===== config.mk =====
export PLATFORM = sky130hd
export DESIGN_NAME = cmd_engine_top
export DESIGN_NICKNAME = d
export VERILOG_FILES = /design/src/cmd_pkg.sv /design/src/axi_axis_writer.sv /design/src/cmd_decode.sv /design/src/accum_execute.sv /design/src/result_pack.sv /design/src/cmd_engine_top.sv
export SDC_FILE = /design/constraint.sdc
export NUM_CORES = 1
export LEC_CHECK = 0
export ABC_AREA = 1
export BUFFER_PORTS_ARGS = -buffer_cell sky130_fd_sc_hd__buf_4
export CAP_MARGIN = 10
export CORE_MARGIN = 10
export CORE_UTILIZATION = 35
export CTS_CLUSTER_SIZE = 25
export DETAILED_ROUTE_END_ITERATION = 10
export GPL_ROUTABILITY_DRIVEN = 0
export PLACE_DENSITY_LB_ADDON = 0.05
export SYNTH_ARGS = -nofsm -noshare
export SYNTH_HDL_FRONTEND = slang
export SYNTH_HIERARCHICAL = 1
export SYNTH_SLANG_ARGS = --single-unit

===== constraint.sdc =====
create_clock -name aclk -period 5 [get_ports aclk]
set_clock_uncertainty 0.1 [all_clocks]
set_input_delay 0.5 -clock aclk [delete_from_list [all_inputs] [get_ports aclk]]
set_output_delay 0.5 -clock aclk [all_outputs]
set_load 0.005 [all_outputs]

===== src/cmd_pkg.sv =====
package cmd_pkg;

  localparam int data_width  = 32;                        // AXI data and accumulator width
  localparam int addr_width  = 16;                        // AXI address width
  localparam int num_regs    = 4;                         // Accumulator count
  localparam int seq_width   = 4;                         // Rolling sequence number
  localparam int idx_width   = 2;                         // Register index field
  localparam int imm_width   = 16;                        // Raw immediate in the command word
  localparam int tuser_width = seq_width + idx_width + 2; // seq, reg_idx, status

  // Command opcodes in bits 31..28, codes 8 to 15 are illegal
  typedef enum logic [3:0] {
    op_nop  = 4'd0, // No result
    op_load = 4'd1, // reg = imm
    op_add  = 4'd2, // reg = reg + imm
    op_sub  = 4'd3, // reg = reg - imm
    op_and  = 4'd4, // reg = reg & imm
    op_xor  = 4'd5, // reg = reg ^ imm
    op_shl  = 4'd6, // reg = reg << imm[4:0]
    op_read = 4'd7  // Report reg unchanged
  } opcode_e;

  typedef enum logic [1:0] {
    st_ok      = 2'd0,
    st_illegal = 2'd1
  } status_e;

  typedef struct packed {
    opcode_e                opcode;   // 31..28
    logic [idx_width-1:0]   reg_idx;  // 27..26
    logic [9:0]             reserved; // 25..16, ignored
    logic [imm_width-1:0]   imm;      // 15..0
  } cmd_word_t;

  typedef struct packed {
    logic                   valid;
    opcode_e                opcode;
    logic [idx_width-1:0]   reg_idx;
    logic [data_width-1:0]  imm32;    // Zero-extended immediate
    logic                   illegal;
  } decoded_t;

  typedef struct packed {
    logic                   valid;
    logic [data_width-1:0]  value;
    logic [seq_width-1:0]   seq;      // Filled in by the result stage
    logic [idx_width-1:0]   reg_idx;
    status_e                status;
  } result_t;

endpackage


===== src/axi_axis_writer.sv =====
`timescale 1ns/10ps

module axi_axis_writer (
  input  logic                          aclk,
  input  logic                          aresetn,

  // AXI4-Lite write side
  input  logic [cmd_pkg::addr_width-1:0] s_axi_awaddr,  // Ignored, only data matters
  input  logic                          s_axi_awvalid,
  output logic                          s_axi_awready,
  input  logic [cmd_pkg::data_width-1:0] s_axi_wdata,
  input  logic                          s_axi_wvalid,
  output logic                          s_axi_wready,
  output logic [1:0]                    s_axi_bresp,
  output logic                          s_axi_bvalid,
  input  logic                          s_axi_bready,

  // AXI4-Lite read side, tied off
  input  logic [cmd_pkg::addr_width-1:0] s_axi_araddr,
  input  logic                          s_axi_arvalid,
  output logic                          s_axi_arready,
  output logic [cmd_pkg::data_width-1:0] s_axi_rdata,
  output logic [1:0]                    s_axi_rresp,
  output logic                          s_axi_rvalid,
  input  logic                          s_axi_rready,

  // Command stream
  output logic [cmd_pkg::data_width-1:0] m_axis_tdata,
  output logic                          m_axis_tvalid
);

  logic bvalid_q; // Response pending, blocks new writes
  logic accept;   // Both channels valid and no response outstanding

  assign accept = s_axi_awvalid & s_axi_wvalid & ~bvalid_q;

  always_ff @(posedge aclk)
  begin
    if (!aresetn)
    begin
      bvalid_q <= 1'b0;
    end
    else if (accept)
    begin
      bvalid_q <= 1'b1;                   // Response follows in the next cycle
    end
    else if (bvalid_q && s_axi_bready)
    begin
      bvalid_q <= 1'b0;                   // Host took the response
    end
  end

  assign s_axi_awready = accept;           // Address and data taken together
  assign s_axi_wready  = accept;
  assign s_axi_bresp   = 2'b00;            // Always OKAY
  assign s_axi_bvalid  = bvalid_q;

  assign s_axi_arready = 1'b0;             // No read path
  assign s_axi_rdata   = '0;
  assign s_axi_rresp   = 2'b00;
  assign s_axi_rvalid  = 1'b0;

  assign m_axis_tdata  = s_axi_wdata;      // Word passes straight through
  assign m_axis_tvalid = accept;           // One pulse per accepted write

endmodule


===== src/cmd_decode.sv =====
`timescale 1ns/10ps

module cmd_decode (
  input  logic               aclk,
  input  logic               aresetn,
  input  cmd_pkg::cmd_word_t cmd_tdata,  // Raw command word from the writer
  input  logic               cmd_tvalid, // One cycle per accepted write
  output cmd_pkg::decoded_t  dec         // Registered decoded operation
);

  import cmd_pkg::*;

  logic [data_width-1:0] imm_ext;   // Zero-extended immediate
  logic                  is_illegal;

  // Upper half of the opcode space is unassigned
  assign is_illegal = (cmd_tdata.opcode > op_read);

  assign imm_ext = {{(data_width-imm_width){1'b0}}, cmd_tdata.imm};

  // Fields load on each strobe and valid follows the strobe one cycle later
  always_ff @(posedge aclk)
  begin
    if (!aresetn)
    begin
      dec.valid <= 1'b0;
    end
    else
    begin
      dec.valid <= cmd_tvalid;            // Single-cycle strobe at T+1
      if (cmd_tvalid)
      begin
        dec.opcode  <= cmd_tdata.opcode;  // Raw code kept even when illegal
        dec.reg_idx <= cmd_tdata.reg_idx;
        dec.imm32   <= imm_ext;
        dec.illegal <= is_illegal;
      end
    end
  end

endmodule


===== src/accum_execute.sv =====
`timescale 1ns/10ps

module accum_execute (
  input  logic              aclk,
  input  logic              aresetn,
  input  cmd_pkg::decoded_t dec,      // Decoded operation, valid at T+1
  output cmd_pkg::result_t  exec_res  // Result of the operation, valid at T+2
);

  import cmd_pkg::*;

  logic [data_width-1:0] acc_q [num_regs]; // Accumulator array
  logic [data_width-1:0] cur_val;          // Indexed register before the op
  logic [data_width-1:0] new_val;          // Value after the op, also the reported one
  logic [4:0]            shamt;            // Shift amount from the immediate
  logic                  writes_reg;       // Opcode modifies the register

  always_comb
  begin
    cur_val    = acc_q[dec.reg_idx];
    shamt      = dec.imm32[4:0];
    new_val    = cur_val;                  // Read, nop and illegal leave it as is
    writes_reg = 1'b0;
    if (!dec.illegal)
    begin
      writes_reg = 1'b1;
      case (dec.opcode)
        op_load: new_val = dec.imm32;
        op_add:  new_val = cur_val + dec.imm32;   // Modulo 2^32
        op_sub:  new_val = cur_val - dec.imm32;   // Wraps below zero
        op_and:  new_val = cur_val & dec.imm32;
        op_xor:  new_val = cur_val ^ dec.imm32;
        op_shl:  new_val = cur_val << shamt;
        default: writes_reg = 1'b0;               // op_nop and op_read
      endcase
    end
  end

  // Accumulators and result valid clear on reset
  always_ff @(posedge aclk)
  begin
    if (!aresetn)
    begin
      for (int i = 0; i < num_regs; i++)
      begin
        acc_q[i] <= '0;
      end
      exec_res.valid <= 1'b0;
    end
    else
    begin
      if (dec.valid && writes_reg)
      begin
        acc_q[dec.reg_idx] <= new_val;            // Update lands at T+2
      end
      exec_res.valid <= dec.valid && (dec.opcode != op_nop);
      if (dec.valid)
      begin
        exec_res.value   <= new_val;
        exec_res.seq     <= '0;                   // Numbered downstream
        exec_res.reg_idx <= dec.reg_idx;
        exec_res.status  <= dec.illegal ? st_illegal : st_ok;
      end
    end
  end

endmodule


===== src/result_pack.sv =====
`timescale 1ns/10ps

module result_pack (
  input  logic                            aclk,
  input  logic                            aresetn,
  input  cmd_pkg::result_t                exec_res,   // Executed result, no seq yet
  output logic [cmd_pkg::data_width-1:0]  res_tdata,  // Register value
  output logic [cmd_pkg::tuser_width-1:0] res_tuser,  // {seq, reg_idx, status}
  output logic                            res_tvalid  // One pulse per result at T+3
);

  import cmd_pkg::*;

  logic [seq_width-1:0] seq_q; // Number for the next emitted result
  result_t              out_q; // Output register with seq filled in

  always_ff @(posedge aclk)
  begin
    if (!aresetn)
    begin
      seq_q       <= '0;
      out_q.valid <= 1'b0;
    end
    else
    begin
      out_q.valid <= exec_res.valid;
      if (exec_res.valid)
      begin
        out_q.value   <= exec_res.value;
        out_q.reg_idx <= exec_res.reg_idx;
        out_q.status  <= exec_res.status;
        out_q.seq     <= seq_q;            // Stamp current number
        seq_q         <= seq_q + 1'b1;     // Wraps 15 to 0
      end
    end
  end

  assign res_tdata  = out_q.value;
  assign res_tuser  = {out_q.seq, out_q.reg_idx, out_q.status};
  assign res_tvalid = out_q.valid;

endmodule


===== src/cmd_engine_top.sv =====
`timescale 1ns/10ps

module cmd_engine_top (
  input  logic                            aclk,
  input  logic                            aresetn,

  // Host write port
  input  logic [cmd_pkg::addr_width-1:0]  s_axi_awaddr,
  input  logic                            s_axi_awvalid,
  output logic                            s_axi_awready,
  input  logic [cmd_pkg::data_width-1:0]  s_axi_wdata,
  input  logic                            s_axi_wvalid,
  output logic                            s_axi_wready,
  output logic [1:0]                      s_axi_bresp,
  output logic                            s_axi_bvalid,
  input  logic                            s_axi_bready,

  // Host read port, unused
  input  logic [cmd_pkg::addr_width-1:0]  s_axi_araddr,
  input  logic                            s_axi_arvalid,
  output logic                            s_axi_arready,
  output logic [cmd_pkg::data_width-1:0]  s_axi_rdata,
  output logic [1:0]                      s_axi_rresp,
  output logic                            s_axi_rvalid,
  input  logic                            s_axi_rready,

  // Result stream, consumer always ready
  output logic [cmd_pkg::data_width-1:0]  res_tdata,
  output logic [cmd_pkg::tuser_width-1:0] res_tuser,
  output logic                            res_tvalid
);

  import cmd_pkg::*;

  cmd_word_t cmd_tdata;  // Accepted command word
  logic      cmd_tvalid; // Acceptance strobe at T
  decoded_t  dec;        // Decoded op at T+1
  result_t   exec_res;   // Executed op at T+2

  axi_axis_writer u_writer (
    .aclk          (aclk),
    .aresetn       (aresetn),
    .s_axi_awaddr  (s_axi_awaddr),
    .s_axi_awvalid (s_axi_awvalid),
    .s_axi_awready (s_axi_awready),
    .s_axi_wdata   (s_axi_wdata),
    .s_axi_wvalid  (s_axi_wvalid),
    .s_axi_wready  (s_axi_wready),
    .s_axi_bresp   (s_axi_bresp),
    .s_axi_bvalid  (s_axi_bvalid),
    .s_axi_bready  (s_axi_bready),
    .s_axi_araddr  (s_axi_araddr),
    .s_axi_arvalid (s_axi_arvalid),
    .s_axi_arready (s_axi_arready),
    .s_axi_rdata   (s_axi_rdata),
    .s_axi_rresp   (s_axi_rresp),
    .s_axi_rvalid  (s_axi_rvalid),
    .s_axi_rready  (s_axi_rready),
    .m_axis_tdata  (cmd_tdata),
    .m_axis_tvalid (cmd_tvalid)
  );

  cmd_decode u_decode (
    .aclk       (aclk),
    .aresetn    (aresetn),
    .cmd_tdata  (cmd_tdata),
    .cmd_tvalid (cmd_tvalid),
    .dec        (dec)
  );

  accum_execute u_execute (
    .aclk     (aclk),
    .aresetn  (aresetn),
    .dec      (dec),
    .exec_res (exec_res)
  );

  result_pack u_result (
    .aclk       (aclk),
    .aresetn    (aresetn),
    .exec_res   (exec_res),
    .res_tdata  (res_tdata),
    .res_tuser  (res_tuser),
    .res_tvalid (res_tvalid)
  );

endmodule


# ---- Word level (Yosys, flattened, before mapping)
# Memory sizes are Yosys's and may differ from the RTL's. A register that Yosys moved wholly into a read port is not among the register bits.
# Index checks and enable logic that the tools add are counted.
# Widths: inputs -> output; s select.
dict set report classes {
  n_addsub 3
  order_cmp 1
  n_eq_ne 6
  n_shift 1
  n_mux 15
  bitwise 5
  n_reduce_logical 10
}
# op count
set op_table {}
lappend op_table {{$pmux 32 s6} 1}
lappend op_table {{$mux 32} 2}
lappend op_table {{$add 32x16->32} 1}
lappend op_table {{$and 32x16->32} 1}
lappend op_table {{$reduce_or 32->1} 1}
lappend op_table {{$shl 32x5->32} 1}
lappend op_table {{$sub 32x16->32} 1}
lappend op_table {{$xor 32x16->32} 1}
lappend op_table {{$eq 4x3->1 const B} 3}
lappend op_table {{$mux 1} 10}
lappend op_table {{$eq 4x2->1 const B} 2}
lappend op_table {{$reduce_and 2->1} 3}
lappend op_table {{$reduce_or 6->1} 1}
lappend op_table {{$add 4x1->4 const B} 1}
lappend op_table {{$eq 4x1->1 const B} 1}
lappend op_table {{$gt 4x3->1 const B} 1}
lappend op_table {{$mux 2} 2}
lappend op_table {{$reduce_bool 4->1} 1}
lappend op_table {{$logic_and 1x1->1} 3}
lappend op_table {{$and 1x1->1} 2}
lappend op_table {{$reduce_bool 2->1} 1}
lappend op_table {{$not 1->1} 1}
dict set report totals {
  reg_bits 107
  ram_bits 128
  inputBits 71
  out_inout_bits 82
  word_cells 58
  n_memories 1
}
# name depth word_bits rd rd_ports_with_merged_regs write_ports line_no
set mem_list {}
lappend mem_list {u_execute.acc_q 4 32 1 1 4 accum_execute.sv:12} ;# logic [data_width-1:0] acc_q [num_regs];

# ---- Logic depth before layout (Yosys ltp)
# Gate-level depths: netlist (run 1).
dict set report logic_depth {
  word_depth 10
  ltp_mapped 25
  depth_no_buf 23
}

# ---- By module
# Netlist (run 1), hierarchy kept.
# module n_inst cells_per_inst area_each_um2 seq_area_each_um2
set by_module_without_submodules {}
lappend by_module_without_submodules {accum_execute 1 1845 13362.8 4914.7}
lappend by_module_without_submodules {result_pack 1 66 1398.8 1301.2}
lappend by_module_without_submodules {cmd_decode 1 45 849.6 710.7}
lappend by_module_without_submodules {axi_axis_writer 1 81 601.8 20.0}

# ---- Least setup slack after synthesis (run 1)
# OpenSTA, ideal clock, no wires.
dict set report synth_timing {
  kind {reg-to-reg}
  start {reg u_decode/dec[1] (netlist name)}
  end {mem u_execute.acc_q[3][27], data pin}
  setup_ns 0.270
  t_arrival_ns 3.620
  path_slack_ns 1.010
  stages_incl_launch_ff 24
  period_less_slack_ns 3.990
  cell_sequence {edfxtp_1 -> buf_2 -> inv_1 -> buf_2 -> buf_2 -> ha_1 -> nand3_1 -> nor3_2 -> nand3_1 -> nor2_1 -> a21oi_1 -> a21oi_1 -> o21ai_0 -> xor2_1 -> ha_1 -> a21oi_1 -> o21ai_0 -> o21bai_1 -> a21oi_1 -> nand3_1 -> nand2_1 -> nor2_1 -> nor2_1 -> a21oi_1}
}
# element line_no
set synth_lines {}
lappend synth_lines {{end, declared} accum_execute.sv:12}

# ---- Worst setup path in the final report (run 1)
dict set report layout_timing {
  start {reg u_decode/dec[1] (netlist name)}
  end {reg u_execute/exec_res[25] (netlist name)}
}
dict set report layout_between {
  elab_chain_len 3
  elab_cells_between_ends 5
  cone_classes {add/sub (2); shift (1); mux (2)}
}
# element line_no
set layout_lines {}
lappend layout_lines {{$sub 32x16->32 (tied with other cells)} accum_execute.sv:30} ;# op_sub: new_val = cur_val - dec.imm32;
lappend layout_lines {{$pmux 32 s6 *} accum_execute.sv:27} ;# case (dec.opcode)
lappend layout_lines {{$mux 32 *} accum_execute.sv:24} ;# if (!dec.illegal)
lappend layout_lines {{via u_execute.new_val[17]} accum_execute.sv:14} ;# logic [data_width-1:0] new_val;
# The timed path passes the listed nets; every way through them passes the cells marked *.
# A chain may end at the register's enable or synchronous reset.

==> results.sh, run 1 <==
export IMPL_avgSynthCellArea_sq_um=7.96
export IMPL_hp_class="in2reg"
export IMPL_intPower_w=0.00372
export IMPL_worst_pin_slew_ns=1.19
export IMPL_ff2ff_setup_slack_ns=0.41
export IMPL_diodes=0
export IMPL_ff_latch_area_sq_um=6950
export IMPL_slew_viol_final=0
export IMPL_tns_ns=0
export IMPL_core_sq_um=45500
export IMPL_fillerInstances=4764
export IMPL_pre_cts_ws_ns=0.421
export IMPL_layout_drive_gt1_share=0.104
export IMPL_drt_first_iter_violations=1185
export IMPL_cts_hold_buf=22
export IMPL_grt_total_usage=0.201
export IMPL_hold_viol=0
export IMPL_worstPathArrival_ns=4.78
export IMPL_fin_cells=2696
export IMPL_io_pins=153
export IMPL_place_inst=2621
export IMPL_switchingPower_w=0.00134
export IMPL_timing_fmax_mhz=218
export IMPL_die_area_sq_um=55000
export IMPL_crit_path_frequent_cell="nand2_1"
export IMPL_path_buf_inv=5
export IMPL_viasPerCell=5.14
export IMPL_period_needed_ns=4.59
export IMPL_routed_via_count=13862
export IMPL_switching_share=0.265
export IMPL_wl_per_cell_um=20.7
export IMPL_cap_violations=0
export IMPL_crit_fanout=30
export IMPL_post_cts_setup_buffers=0
export IMPL_cts_root_buf="clkbuf_16"
export IMPL_critical_path_class="reg2reg"
export IMPL_combPwrFrac=0.130
export IMPL_startpoint_type="flop"
export IMPL_cts_made_buffers=29
export IMPL_yosysWarnings=6
export IMPL_placed_area_sq_um=16800
export IMPL_crit_slowest_cell="nor3_1"
export IMPL_antenna_found_initial=1
export IMPL_worstHoldEndpoint="u_writer/s_axi_bvalid"
export IMPL_drc=0
export IMPL_fin_crit_sh=0.919
export IMPL_cts_tree="done"
export IMPL_syn_inst=2023
export IMPL_setup_slack_ns=0.406
export IMPL_holdCritStartpoint="s_axi_bready"
export IMPL_hold_path_depth=4
export IMPL_row_count=78
export IMPL_ctsHtreeMaxLevel=1
export IMPL_die_w_um=235
export IMPL_start_util=0.354
export IMPL_rsz0062_at_grt="false"
export IMPL_hpwl_mm=39.6
export IMPL_design_area_sq_um=18000
export IMPL_p_leak_nw=8.21
export IMPL_grt_overflow=0
export IMPL_antenna_left=0
export IMPL_max_stage_delay_ns=0.51
export IMPL_r2r_cells=20
export IMPL_clk_pin_slew_ns=0.06
export IMPL_synth_area_sq_um=16100
export IMPL_seqPwrFrac=0.438
export IMPL_final_nets=2212
export IMPL_die_y_um=235
export IMPL_status="finished clean"
export IMPL_wl_mm=55.8
export IMPL_p_per_area_nw_per_um2=281
export IMPL_grt_pass1_wl_mm=83.8
export IMPL_ir_drop_uv=221
export IMPL_regToRegEndpoint="u_execute/exec_res[25]"
export IMPL_setup_viol=0
export IMPL_crit_chain="inv_1, buf_4, nand2_1, nor2_1, nand2_1, nand2_1, xor2_1, inv_1, ha_1, nand2_1, inv_1, nand2_1, nor3_1, nand4_1, nand3_1, a21oi_1, o21ai_0, nand2_1, inv_1, a21boi_1"
export IMPL_maxSlewHeadroom=0.204
export IMPL_post_cts_resized=0
export IMPL_syn2layout_area_growth_pct=11.8
export IMPL_grt_pass1_vias=13505
export IMPL_clockBufferDepth=3
export IMPL_grt_max_degree=67
export IMPL_clk_latency_ns=0.57
export IMPL_cpLargestDelayFamily="simple AND/OR/NAND/NOR gates"
export IMPL_reg2reg_from="u_decode/dec[1]"
export IMPL_pwr_share_clk=0.432
export IMPL_multi_input_area_sq_um=7410
export IMPL_place_port_buffers=70
export IMPL_cts_sinks=234
export IMPL_first_pass_iters=9
export IMPL_end_kind="flop"
export IMPL_cp_required_ns=5.19
-- stage by stage --
| stage | util | hold WS (ns) | total power [W] |
|---|---|---|---|
| floorplan | - | 0.300 | 0.00272 |
| global placement | 0.369 | 0.301 | 0.00289 |
| detailed placement | 0.369 | 0.305 | 0.00289 |
| CTS | 0.396 | 0.0691 | 0.00512 |
| global route | 0.396 | 0.111 | 0.00527 |
| finish | 0.396 | 0.117 | 0.00506 |
-- worst max path at each step --
stage / from / endpoint / cells after the start
after floorplan: u_decode/dec[1] / u_execute/acc_q[3][27] / 23
after global placement: u_decode/dec[1] / u_execute/exec_res[25] / 20
after detailed placement: u_decode/dec[1] / u_execute/exec_res[25] / 20
after CTS: u_decode/dec[1] / u_execute/exec_res[25] / 20
after global routing: u_decode/dec[33] / u_execute/acc_q[2][18] / 21
final: u_decode/dec[1] / u_execute/exec_res[25] / 20
-- flip-flops by register name, summed over array words and instances (netlist names) --
name / flops
u_execute/acc_q: 128
u_execute/exec_res: 36
u_result/res_tdata: 32
u_decode/dec: 24
u_result/res_tuser: 8
u_result/seq_q: 4
u_result/res_tvalid: 1
u_writer/s_axi_bvalid: 1
-- worst min-delay path: cells and delay by family --
family,cells,cell delay [ns]
and+or+nand+nor,1,0.07
buffers and inverters,2,0.11
AOI/OAI and AO/OA,1,0.06
-- cell type report --
class | instances | area share
Tap cell | 600 | 0.0417
Clock buffer | 35 | 0.0432
Timing Repair Buffer | 128 | 0.0564
Sequential cell | 234 | 0.386
Multi-Input combinational cell | 1443 | 0.412
Inverter | 238 | 0.0498
Clock inverter | 18 | 0.0115
-- layout by cell type (no fill, tap or decap), drive strengths merged, types with 17 or more instances in the layout --
cell and n:
buf 106, a211oi 27, xor2 31, conb 55, dlygate4sd3 22, ha 66
inv 238, a21oi 125, nand3 291, nand2 548, and2 17, clkbuf 35
edfxtp 226, o21ai 80, nor2 112
-- power by group through the flow --
| stage | registers (W) | logic [W] | clock network [W] |
|---|---|---|---|
| 6_report | 0.00222 | 0.000658 | 0.00219 |
| 2_1_floorplan | 0.00225 | 0.000468 | 0 |
| 5_1_grt | 0.00222 | 0.000735 | 0.00231 |
| 4_1_cts | 0.00222 | 0.000649 | 0.00225 |
| 3_3_place_gp | 0.00226 | 0.000630 | 0 |
| 3_5_place_dp | 0.00226 | 0.000633 | 0 |
-- routing by layer --
layer / vias up / part of all wire / wire (um) / GRT usage
met5: - / 0 / 0 / 0
met4: 0 / 0.017 / 946 / 0.0415
met3: 64 / 0.056 / 3150 / 0.0229
met2: 413 / 0.46 / 25500 / 0.324
met1: 6623 / 0.47 / 26300 / 0.286
li1: 6762 / - / - / -
Note: power is estimated with default switching activity, not from simulation.
==> run 2: changes to the inputs <==
--- a/config.mk
+++ b/config.mk
@@ -6,12 +6,12 @@
 export NUM_CORES = 1
 export LEC_CHECK = 0
 export ABC_AREA = 1
-export BUFFER_PORTS_ARGS = -buffer_cell sky130_fd_sc_hd__buf_4
 export CAP_MARGIN = 10
 export CORE_MARGIN = 10
 export CORE_UTILIZATION = 35
 export CTS_CLUSTER_SIZE = 25
 export DETAILED_ROUTE_END_ITERATION = 10
+export DONT_BUFFER_PORTS = 1
 export GPL_ROUTABILITY_DRIVEN = 0
 export PLACE_DENSITY_LB_ADDON = 0.05
 export SYNTH_ARGS = -nofsm -noshare
==> run 2 against run 1 <==
Against the previous run:
- flip-flop and latch count did not move
- routed wire length rose by 1.6%
- combinational power down 2%
- sequential share of layout area is 1.1 points higher
- count of clock-buffer cells in the layout fell by 5
- highest routed layer unchanged
==> results.sh, run 2 (synthesis results as in run 1) <==
export IMPL_end_kind="flop"
export IMPL_viasPerCell=5.16
export IMPL_grt_total_usage=0.202
export IMPL_startpoint="u_decode/dec[1]"
export IMPL_crit_slowest_cell="nor3_1"
export IMPL_rsz0062_at_grt="false"
export IMPL_worstPathArrival_ns=5.06
export IMPL_grt_pass1_wl_mm=83.5
export IMPL_holdCritStartpoint="s_axi_wvalid"
export IMPL_seqPwrFrac=0.452
export IMPL_core_sq_um=45500
export IMPL_cts_sinks=234
export IMPL_cpLargestDelayFamily="simple AND/OR/NAND/NOR gates"
export IMPL_cap_violations=0
export IMPL_fin_cells=2637
export IMPL_routed_via_count=13608
export IMPL_design_area_sq_um=17500
export IMPL_cts_hold_buf=24
export IMPL_combPwrFrac=0.132
export IMPL_start_util=0.354
export IMPL_timing_fmax_mhz=206
export IMPL_final_nets=2153
export IMPL_maxSlewHeadroom=0.223
export IMPL_diodes=0
export IMPL_largest_reg_flops=128
export IMPL_startpoint_type="flop"
export IMPL_reg2reg_from="u_decode/dec[1]"
export IMPL_multi_input_area_sq_um=7410
export IMPL_drt_first_iter_violations=1224
export IMPL_grt_max_degree=48
export IMPL_post_cts_resized=0
export IMPL_row_count=78
export IMPL_post_cts_setup_buffers=0
export IMPL_crit_chain="inv_1, buf_4, nand2_1, nor2_1, nand2_1, nand2_1, xor2_1, inv_1, ha_1, nand2_1, inv_1, nand2_1, nor3_1, nand4_1, nand3_1, a21oi_1, o21ai_0, nand2_1, inv_1, a21boi_1"
export IMPL_p_leak_nw=7.90
export IMPL_cts_made_buffers=28
export IMPL_die_y_um=235
export IMPL_top_register="u_execute/acc_q"
export IMPL_drc=0
export IMPL_first_pass_iters=5
export IMPL_path_buf_inv=5
export IMPL_slew_viol_final=0
export IMPL_wl_per_cell_um=21.5
export IMPL_io_pins=153
export IMPL_hpwl_mm=40.5
export IMPL_clk_latency_ns=0.59
export IMPL_tns_ns=0
export IMPL_switching_share=0.280
export IMPL_ff_latch_area_sq_um=6950
export IMPL_ir_drop_uv=251
export IMPL_die_w_um=235
export IMPL_layout_commonest_cell="nand2_1"
export IMPL_place_inst=2561
export IMPL_p_per_area_nw_per_um2=280
export IMPL_cts_root_buf="clkbuf_16"
export IMPL_clockBufferDepth=3
export IMPL_worst_pin_slew_ns=1.16
export IMPL_path_depth=20
export IMPL_hold_path_depth=4
export IMPL_crit_fanout=30
export IMPL_antenna_left=0
export IMPL_status="finished clean"
export IMPL_intPower_w=0.00353
export IMPL_layout_drive_gt1_share=0.0771
export IMPL_fin_crit_sh=0.970
export IMPL_cts_tree="done"
export IMPL_wl_mm=56.7
export IMPL_cp_required_ns=5.21
export IMPL_critical_path_class="reg2reg"
export IMPL_period_needed_ns=4.85
export IMPL_grt_overflow=0
export IMPL_max_stage_delay_ns=0.55
export IMPL_antenna_found_initial=0
export IMPL_clk_pin_slew_ns=0.06
export IMPL_ctsHtreeMaxLevel=1
export IMPL_pwr_share_clk=0.416
export IMPL_hold_viol=0
export IMPL_switchingPower_w=0.00137
export IMPL_crit_path_frequent_cell="nand2_1"
export IMPL_hp_class="in2reg"
export IMPL_placed_area_sq_um=16400
export IMPL_r2r_cells=20
export IMPL_place_port_buffers=0
export IMPL_syn2layout_area_growth_pct=8.70
export IMPL_mostFrequentLayoutCells="nand2_1 (547), nand3_1 (289), edfxtp_1 (226)"
export IMPL_ff2ff_setup_slack_ns=0.15
export IMPL_die_area_sq_um=55000
export IMPL_fillerInstances=4824
export IMPL_grt_pass1_vias=13106
export IMPL_setup_viol=0
==> run 2: cell types whose count changed in the layout (fill, tap and decap cells not counted), sizes merged <==
| cell | delta |
|---|---|
| buf | -60 |
| inv | -2 |
| clkinv | +7 |
| clkinvlp | +1 |
| clkbuf | -5 |
| dlygate4sd3 | +2 |
| bufinv | -2 |
==> run 2: power groups by stage <==
stage	combinational (W)	clock, W	sequential (W)
floorplan	0.000468	0	0.00225
global placement	0.000615	0	0.00226
detailed placement	0.000616	0	0.00226
CTS	0.000636	0.00210	0.00222
global route	0.000720	0.00217	0.00222
finish	0.000645	0.00204	0.00222
==> run 2: stage by stage <==
stage	worst slack [ns]	total power, W	utilization	hold WS (ns)
final	0.152	0.00491	0.385	0.136
after global routing	0.0865	0.00512	0.385	0.159
after CTS	0.323	0.00495	0.385	0.110
after detailed placement	0.346	0.00288	0.360	0.306
after global placement	0.307	0.00287	0.360	0.301
after floorplan	1.01	0.00272	-	0.300
==> run 2: worst reg2reg max path, delay by kind of cell, from the launching register on <==
family                   cells  cell delay [ns]
AO/OA/AOI/OAI                3             0.39
XOR/XNOR                     1             0.17
adder cells (fa/ha/maj)      1             0.36
buffers and inverters        5             0.88
flip-flops                   1             0.40
AND/OR/NAND/NOR             10             2.26
==> run 2: layout make-up <==
type / instances / share of cell area
flip-flops and latches: 234 / 0.397
clock inverters: 22 / 0.0115
inverters: 238 / 0.0512
multi-input cells: 1443 / 0.423
clock buffers: 30 / 0.0404
repair buffers: 70 / 0.0342
well taps: 600 / 0.0429
==> run 2: path summary, 6_finish.rpt <==
path / end
worst min-delay path: u_decode/dec[39]
worst min register to register: u_result/res_tdata[9]
worst max register to register: u_execute/exec_res[25]
worst max-delay path: u_execute/exec_res[25]
==> run 2: per-layer routing <==
metal,wire length (um),vias to the layer above,part of all wire,track usage
met1,26400,6474,0.46,0.282
met3,3390,65,0.060,0.0296
li1,-,6647,-,-
met5,0,-,0,0
met4,1200,0,0.021,0.0483
met2,25800,422,0.45,0.325
